### config.mk
export PLATFORM = sky130hd
export DESIGN_NAME = alu
export DESIGN_NICKNAME = d
export VERILOG_FILES = /design/src/aluPkg.sv /design/src/alu.sv /design/src/barrelShifter.sv /design/src/claAddSub.sv /design/src/resultSelect.sv
export SDC_FILE = /design/constraint.sdc
export NUM_CORES = 1
export LEC_CHECK = 0
export BUFFER_PORTS_ARGS = -buffer_cell sky130_fd_sc_hd__buf_2
export CORE_MARGIN = 2
export CORE_UTILIZATION = 30
export DETAILED_ROUTE_END_ITERATION = 16
export GPL_TIMING_DRIVEN = 0
export PLACE_DENSITY = 0.52
export SYNTH_ARGS = -nofsm -noshare
export SYNTH_HDL_FRONTEND = slang
export SYNTH_SLANG_ARGS = --single-unit
export TNS_END_PERCENT = 30
### constraint.sdc
create_clock -name vclk -period 19.3
set_input_delay 1.93 -clock vclk [all_inputs]
set_output_delay 1.93 -clock vclk [all_outputs]
set_load 0.03 [all_outputs]
### src/aluPkg.sv
package aluPkg;

    localparam int DataWidth   = 32;
    localparam int ShamtWidth  = 5;
    localparam int OpcodeWidth = 5;

    // Adder is split into ripple blocks joined by a lookahead network
    localparam int BlockWidth = 8;
    localparam int NumBlocks  = DataWidth / BlockWidth;

    typedef logic [DataWidth-1:0] dataT;

    // Operation in the low three opcode bits
    typedef enum logic [2:0] {
        OpAdd = 3'd0,
        OpSub = 3'd1,
        OpAnd = 3'd2,
        OpOr  = 3'd3,
        OpSll = 3'd4,
        OpSra = 3'd5
    } aluOpT;

    typedef struct packed {
        dataT                   operandA;
        dataT                   operandB;
        logic [OpcodeWidth-1:0] opcode;     // Upper two bits unused
        logic [ShamtWidth-1:0]  shiftAmt;
    } aluReqT;

    typedef struct packed {
        logic isNotEqual;
        logic isLessThan;
        logic overflow;
    } aluFlagsT;

endpackage

### src/alu.sv
module alu (
    input  aluPkg::aluReqT   req,
    output aluPkg::dataT     result,
    output aluPkg::aluFlagsT flags
);
    import aluPkg::*;

    dataT sum;
    dataT difference;
    dataT shiftedLeft;
    dataT shiftedRight;

    claAddSub uAddSub (
        .operandA   (req.operandA),
        .operandB   (req.operandB),
        .sum        (sum),
        .difference (difference)
    );

    barrelShifter uShifter (
        .operandA     (req.operandA),
        .shiftAmt     (req.shiftAmt),
        .shiftedLeft  (shiftedLeft),
        .shiftedRight (shiftedRight)
    );

    // Only this unit looks at the opcode
    resultSelect uSelect (
        .req          (req),
        .sum          (sum),
        .difference   (difference),
        .shiftedLeft  (shiftedLeft),
        .shiftedRight (shiftedRight),
        .result       (result),
        .flags        (flags)
    );

endmodule

### src/barrelShifter.sv
module barrelShifter (
    input  aluPkg::dataT                  operandA,
    input  logic [aluPkg::ShamtWidth-1:0] shiftAmt,
    output aluPkg::dataT                  shiftedLeft,
    output aluPkg::dataT                  shiftedRight
);
    import aluPkg::*;

    // Entry k is the word after stages 0 to k-1
    dataT leftStage  [0:ShamtWidth];
    dataT rightStage [0:ShamtWidth];
    logic signBit;

    assign signBit       = operandA[DataWidth-1];
    assign leftStage[0]  = operandA;
    assign rightStage[0] = operandA;

    // Stage k moves the word by 2^k when shiftAmt[k] is set
    for (genvar k = 0; k < ShamtWidth; k++) begin : gStage
        assign leftStage[k+1] = shiftAmt[k]
            ? {leftStage[k][DataWidth-1-2**k:0], {(2**k){1'b0}}}
            : leftStage[k];

        // Fill from the original sign, not from the stage input
        assign rightStage[k+1] = shiftAmt[k]
            ? {{(2**k){signBit}}, rightStage[k][DataWidth-1:2**k]}
            : rightStage[k];
    end

    assign shiftedLeft  = leftStage[ShamtWidth];
    assign shiftedRight = rightStage[ShamtWidth];

endmodule

### src/claAddSub.sv
module claAddSub (
    input  aluPkg::dataT operandA,
    input  aluPkg::dataT operandB,
    output aluPkg::dataT sum,
    output aluPkg::dataT difference
);
    import aluPkg::*;

    dataT invertedB;

    // One adder path of ripple blocks with group G/P and a lookahead carry per block
    function automatic dataT claAdd(input dataT a, input dataT b, input logic carryIn);
        logic [NumBlocks-1:0] groupGen;
        logic [NumBlocks-1:0] groupProp;
        logic [NumBlocks-1:0] blockCarry;
        logic                 carryTerm;
        logic                 propChain;
        logic                 ripple;
        int                   idx;
        dataT                 bitGen;
        dataT                 bitProp;
        dataT                 s;

        bitGen  = a & b;
        bitProp = a | b;

        // Group terms scanned from the low bit of each block upwards
        for (int j = 0; j < NumBlocks; j++) begin
            groupGen[j]  = 1'b0;
            groupProp[j] = 1'b1;
            for (int i = 0; i < BlockWidth; i++) begin
                idx          = j * BlockWidth + i;
                groupGen[j]  = bitGen[idx] | (bitProp[idx] & groupGen[j]);
                groupProp[j] = groupProp[j] & bitProp[idx];
            end
        end

        // Sum of products over the lower groups and the carry-in
        blockCarry[0] = carryIn;
        for (int j = 1; j < NumBlocks; j++) begin
            carryTerm = 1'b0;
            propChain = 1'b1;
            for (int k = j - 1; k >= 0; k--) begin
                carryTerm = carryTerm | (propChain & groupGen[k]);
                propChain = propChain & groupProp[k];
            end
            blockCarry[j] = carryTerm | (propChain & carryIn);
        end

        // Ripple inside each block
        for (int j = 0; j < NumBlocks; j++) begin
            ripple = blockCarry[j];
            for (int i = 0; i < BlockWidth; i++) begin
                idx    = j * BlockWidth + i;
                s[idx] = a[idx] ^ b[idx] ^ ripple;
                ripple = bitGen[idx] | (bitProp[idx] & ripple);
            end
        end

        return s;
    endfunction

    assign invertedB = ~operandB;

    assign sum        = claAdd(operandA, operandB, 1'b0);
    assign difference = claAdd(operandA, invertedB, 1'b1);    // A + ~B + 1

endmodule

### src/resultSelect.sv
module resultSelect (
    input  aluPkg::aluReqT   req,
    input  aluPkg::dataT     sum,
    input  aluPkg::dataT     difference,
    input  aluPkg::dataT     shiftedLeft,
    input  aluPkg::dataT     shiftedRight,
    output aluPkg::dataT     result,
    output aluPkg::aluFlagsT flags
);
    import aluPkg::*;

    aluOpT op;
    dataT  andWord;
    dataT  orWord;
    logic  signA;
    logic  signB;
    logic  signSum;
    logic  signDiff;
    logic  addOverflow;
    logic  subOverflow;

    assign op = aluOpT'(req.opcode[2:0]);   // Upper opcode bits ignored

    assign andWord = req.operandA & req.operandB;
    assign orWord  = req.operandA | req.operandB;

    always_comb begin
        case (op)
            OpAdd:   result = sum;
            OpSub:   result = difference;
            OpAnd:   result = andWord;
            OpOr:    result = orWord;
            OpSll:   result = shiftedLeft;
            OpSra:   result = shiftedRight;
            default: result = '0;            // Codes 6 and 7
        endcase
    end

    assign signA    = req.operandA[DataWidth-1];
    assign signB    = req.operandB[DataWidth-1];
    assign signSum  = sum[DataWidth-1];
    assign signDiff = difference[DataWidth-1];

    // Same-sign operands whose sum flips sign
    assign addOverflow = (signA == signB) && (signSum != signA);
    // Mixed-sign operands whose difference leaves the sign of A
    assign subOverflow = (signA != signB) && (signDiff != signA);

    // Chosen by opcode bit 0 whatever the operation
    assign flags.overflow = req.opcode[0] ? subOverflow : addOverflow;

    assign flags.isLessThan = signDiff;      // No overflow correction
    assign flags.isNotEqual = |(req.operandA ^ req.operandB);

endmodule
### Word level (Yosys, flattened, before mapping)

Cells that the tools add are included.

| cells by class | value |
|---|---|
| add/sub/neg operators | 0 |
| multiply operators | 0 |
| div/mod/pow operators | 0 |
| order comparisons | 0 |
| equality and inequality tests | 9 |
| shifts and indexed selects | 0 |
| muxes and demuxes | 12 |
| bitwise logic cells | 368 |
| reductions and logical operators | 4 |

Operator list:

| cell | number |
|---|---|
| $pmux W32 S6 | 1 |
| $mux W32 | 5 |
| $mux W31 | 5 |
| $and A1 B1 Y1 | 135 |
| $xor A1 B1 Y1 | 126 |
| $or A1 B1 Y1 | 100 |
| $and A32 B32 Y32 | 1 |
| $not A32 Y32 | 1 |
| $or A32 B32 Y32 | 1 |
| $reduce_or A32 Y1 | 1 |
| $xor A32 B32 Y32 | 1 |
| $and A31 B31 Y31 | 1 |
| $or A31 B31 Y31 | 1 |
| $eq A3 B2 Y1 const B | 2 |
| $eq A3 B3 Y1 const B | 2 |
| $eq A3 B1 Y1 const B | 1 |
| $logic_not A3 Y1 | 1 |
| $ne A1 B1 Y1 | 3 |
| $logic_and A1 B1 Y1 | 2 |
| $eq A1 B1 Y1 | 1 |
| $mux W1 | 1 |
| $not A1 Y1 | 1 |

| word-level totals | value |
|---|---|
| flip-flop bits (word level) | 0 |
| bits in latches | 0 |
| bits in writable memories | 0 |
| memory bits (read-only) | 0 |
| input port bits | 74 |
| output and inout bits | 35 |
| logic and storage cells | 393 |
| memories | 0 |

### Longest topological paths before layout

| depth | value |
|---|---|
| word-level depth | 38 |
| gate-level depth with buffers | 25 |
| gate-level depth less buffers | 25 |

### Hierarchy

From an unflattened synthesis, not the netlist that was laid out.

| unflattened totals | value |
|---|---|
| cells, all modules | 1105 |
| area, all modules | 9740.6 sq um |

By module, submodules not included:

| module | instances | cells each | area each (sq um) | sequential area each (sq um) |
|---|---|---|---|---|
| barrelShifter | 1 | 418 | 3827.4 | 0.0 |
| claAddSub | 1 | 313 | 2994.1 | 0.0 |
| resultSelect | 1 | 374 | 2919.0 | 0.0 |

### Least setup slack after synthesis

No wires, ideal clock.

| timing path | value |
|---|---|
| path kind | input -> output |
| start point | input req[10] (netlist name) |
| end point | output result[30] |
| arrival time | 9.269 ns |
| data required time | 17.370 ns |
| setup slack | 8.101 ns |
| cell stages on the path | 25 |
| buffers on the path | 0 |
| path through | ha_1 > inv_1 > fa_1 > fa_1 > fa_1 > fa_1 > fa_1 > fa_1 > fa_1 > o211ai_1 > a21oi_1 > o41ai_1 > a221oi_1 > fa_1 > fa_1 > fa_1 > fa_1 > fa_1 > fa_1 > inv_1 > fa_1 > mux2i_1 > o221a_2 > o21ai_0 > or4_1 |

| between the ends | value |
|---|---|
| longest elaborated chain between the ends | 33 |
| elaborated cells on any way between the ends | 72 |
| classes of those cells | mux (1); bitwise (71) |

Ends and longest elaborated chain:

| element | line | RTL |
|---|---|---|
| from (decl) | alu.sv:2 | `input aluPkg::aluReqT req,` |
| $not A32 Y32 | claAddSub.sv:63 | `assign invertedB = ~operandB;` |
| $and A31 B31 Y31 | claAddSub.sv:24 | `bitGen = a & b;` |
| $and A1 B1 Y1 | claAddSub.sv:33 | `groupGen[j] = bitGen[idx] \| (bitProp[idx] & groupGen[j]);` |
| $or A1 B1 Y1 | claAddSub.sv:33 |  |
| $and A1 B1 Y1 | claAddSub.sv:33 |  |
| $or A1 B1 Y1 | claAddSub.sv:33 |  |
| $and A1 B1 Y1 | claAddSub.sv:33 |  |
| $or A1 B1 Y1 | claAddSub.sv:33 |  |
| (+17 left out) | -- |  |
| $and A1 B1 Y1 | claAddSub.sv:56 | `ripple = bitGen[idx] \| (bitProp[idx] & ripple);` |
| $or A1 B1 Y1 | claAddSub.sv:56 |  |
| $and A1 B1 Y1 | claAddSub.sv:56 |  |
| $or A1 B1 Y1 | claAddSub.sv:56 |  |
| $and A1 B1 Y1 | claAddSub.sv:56 |  |
| $or A1 B1 Y1 | claAddSub.sv:56 |  |
| $xor A1 B1 Y1 | claAddSub.sv:55 | `s[idx] = a[idx] ^ b[idx] ^ ripple;` |
| $pmux W32 S6 (*) | resultSelect.sv:28 | `case (op)` |
| to (decl) | alu.sv:3 | `output aluPkg::dataT result,` |

Mark *: on every way between the ends. The rest lies on a longest branch, timed or not.

### Worst setup path in the final report

| timing path | value |
|---|---|
| start point | input req[42] (netlist name) |
| end point | output result[30] |

| between the ends | value |
|---|---|
| longest elaborated chain between the ends | 32 |
| elaborated cells on any way between the ends | 76 |
| classes of those cells | mux (6); bitwise (70) |

Ends and longest elaborated chain:

| element | line |
|---|---|
| $and A31 B31 Y31 | claAddSub.sv:24 |
| $and A1 B1 Y1 | claAddSub.sv:33 |
| $or A1 B1 Y1 | claAddSub.sv:33 |
| $and A1 B1 Y1 | claAddSub.sv:33 |
| $or A1 B1 Y1 | claAddSub.sv:33 |
| $and A1 B1 Y1 | claAddSub.sv:33 |
| $or A1 B1 Y1 | claAddSub.sv:33 |
| $and A1 B1 Y1 | claAddSub.sv:33 |
| (+16 left out) | -- |
| $and A1 B1 Y1 | claAddSub.sv:56 |
| $or A1 B1 Y1 | claAddSub.sv:56 |
| $and A1 B1 Y1 | claAddSub.sv:56 |
| $or A1 B1 Y1 | claAddSub.sv:56 |
| $and A1 B1 Y1 | claAddSub.sv:56 |
| $or A1 B1 Y1 | claAddSub.sv:56 |
| $xor A1 B1 Y1 | claAddSub.sv:55 |
| $pmux W32 S6 (*) | resultSelect.sv:28 |

Marked as above.

==> qor.yml <==
synth:
  synth.distinct_cells: 72
  synth-seq-area-share_pct: 0
  avgSynthCellArea_um2: 8.44
  postSynthCellCount: 987
  yosys_warnings: 0
  syn_nets: 1229
  synth_area_um2: 8330
sta:
  clock.fmax_mhz: 79.5
  period_share_pct: 65.2
  rsz0062_at_grt: "no"
  tightest_slew_ps: 1210
  finalWorstPathRequiredPeriod_ps: 12580
  setup_viol_count_final: 0
  max_slew_margin_pct: 18.4
  slew_violations: 0
  hold_violations: 0
  tns_ps: 0
clocking:
  holdBufCountCts: 0
  ctsResizeCount: 0
  post_cts_buffers: 0
cells_and_area:
  regArea_um2: 0
  diodes: 0
  layout.nets: 1337
  n_fill_cell: 2952
  syn_to_final_growth_pct: 12.0
  drive_gt1_share_pct: 21.9
  multiInputGateArea_um2: 7550
  fin_cells: 1465
  stdcell_area_um2: 9320
  seq_cell_count: 0
  clkbuf_count: 0
  final_common_cell: "buf_2"
  final_cell_mix: "buf_2, inv_1, ha_1, nor2_1, mux2i_1"
global_route:
  track_usage_pct: 29.2
  grt_max_degree: 13
  antenna_found_initial: 1
  use_met3_pct: 6.36
  grt.overflow.total: 0
  use_met2_pct: 46.5
  top_usage_layer: "met2"
  grt_pass1_vias: 8713
  grt_pass1_wl_um: 61300
  use_met1_pct: 38.1
worst_hold_path:
  min_from: "req[72]"
  hp-class: "input port to output port"
  worstHoldPathCells: 4
  hold_end: "flags[1]"
placement:
  place_congestion: 1.04
  place.port_buffers: 106
  post_dp_cell_area_um2: 9320
  hpwlAfterDp_um: 36000
  placed_cells: 1465
power:
  irDropWorstVdd_uv: 12.5
  p_leak_uw: 0.00414
  pwr_density_cell_nw_per_um2: 32.1
routing:
  first_pass_iters: 7
  drc_errors: 0
  drt-wirelength-per-cell_um: 29.4
  dr_total_vias: 8766
  vias_per_cell: 5.98
  drt-total-wl_um: 43000
  ant_nets: 0
  drt_iter0_drc: 883
die:
  num_rows: 60
  die_h_um: 171
  core_um2: 27100
  initial_core_util_pct: 30.7
  die_area_um2: 29100
  die_x_um: 171
  ios: 109
critical_path:
  worst-endpoint-required_ps: 17370
  start_kind: "input port"
  arrival_ps: 10650
  cp_max_fo: 10
  critPathLaunch: "req[42]"
  crit_type: "input port to output port"
  end_kind: "output port"
outcome:
  status: "finished clean"
flow_run:
  max_cap_violations: 0
==> worst max path at each step <==
stage	slack, ps	end
finish	6720	result[30]
global route	6380	result[30]
CTS	6690	result[30]
detailed placement	6730	result[30]
global placement	6740	result[30]
floorplan	8100	result[30]
==> logic make-up (layout without fill, tap and decap cells) <==
logic type / after synthesis / after routing / share of synthesized area (%)
AO/OA/AOI/OAI: 238 / 238 / 19.8
XOR/XNOR: 6 / 6 / 0.631
adder cells (fa/ha/maj): 168 / 168 / 30.2
buffers and inverters: 190 / 296 / 9.33
AND/OR/NAND/NOR: 232 / 232 / 13.5
multiplexers: 153 / 153 / 26.5
==> metrics by stage <==
step                hold slack [ps]  total power (uW)  util [%]  setup slack [ps]
floorplan                      4210               178         -              8100
global route                   4620               317      34.4              6380
detailed placement             4570               292      34.4              6730
global placement               4570               293      34.4              6740
finish                         4580               299      34.4              6720
CTS                            4570               293      34.4              6690
==> synth_stat cells (all sizes together), types with 5 or more instances <==
cell type	count	area, um2
o21ai	44	220
a21oi	36	180
buf	37	203
nand4	5	31.3
inv	118	443
o22ai	23	144
or2	6	37.5
nand2b	12	75.1
mux2	42	484
fa	55	1100
a211o	6	52.6
nor3	11	55.1
ha	113	1410
nor2b	11	68.8
nor4	13	81.3
clkbuf	33	124
a211oi	27	203
a22oi	7	57.6
mux2i	62	621
mux4	49	1100
or4	5	37.5
nand2	56	210
o211ai	16	120
a31oi	5	31.3
a221oi	18	158
a22o	5	43.8
nand3	17	85.1
xnor2	5	43.8
o31ai	5	37.5
nor2	75	282
o221ai	11	96.3
==> critical path: stages <==
cell      delay, ps
buf_2           230
ha_1            230
inv_1            60
fa_1            380
fa_1            390
fa_1            390
fa_1            390
fa_1            400
fa_1            400
fa_1            420
o211ai_1        230
a21oi_1         130
o41ai_1         730
a221oi_1        230
fa_1            450
fa_1            420
fa_1            420
fa_1            400
fa_1            400
fa_1            410
inv_1            90
fa_1            400
mux2i_1         160
o221a_2         270
o21ai_0          90
or4_1           410
buf_2           200
==> power breakdown <==
group,switching (uW),internal (uW)
logic,195,104
clock network,0,0
registers,0,0
==> layer usage <==
layer / vias up / wire length [um]
met5: - / 0
met4: 0 / 2200
met3: 103 / 4110
met2: 518 / 19200
met1: 4316 / 17500
li1: 3829 / -
==> layout make-up <==
class	count	share of cell area [%]
multi-input cells	797	81.0
repair buffers	106	5.69
well taps	372	4.99
inverters	120	4.83
plain buffers	70	3.50
(Power assumes the default switching activity.)
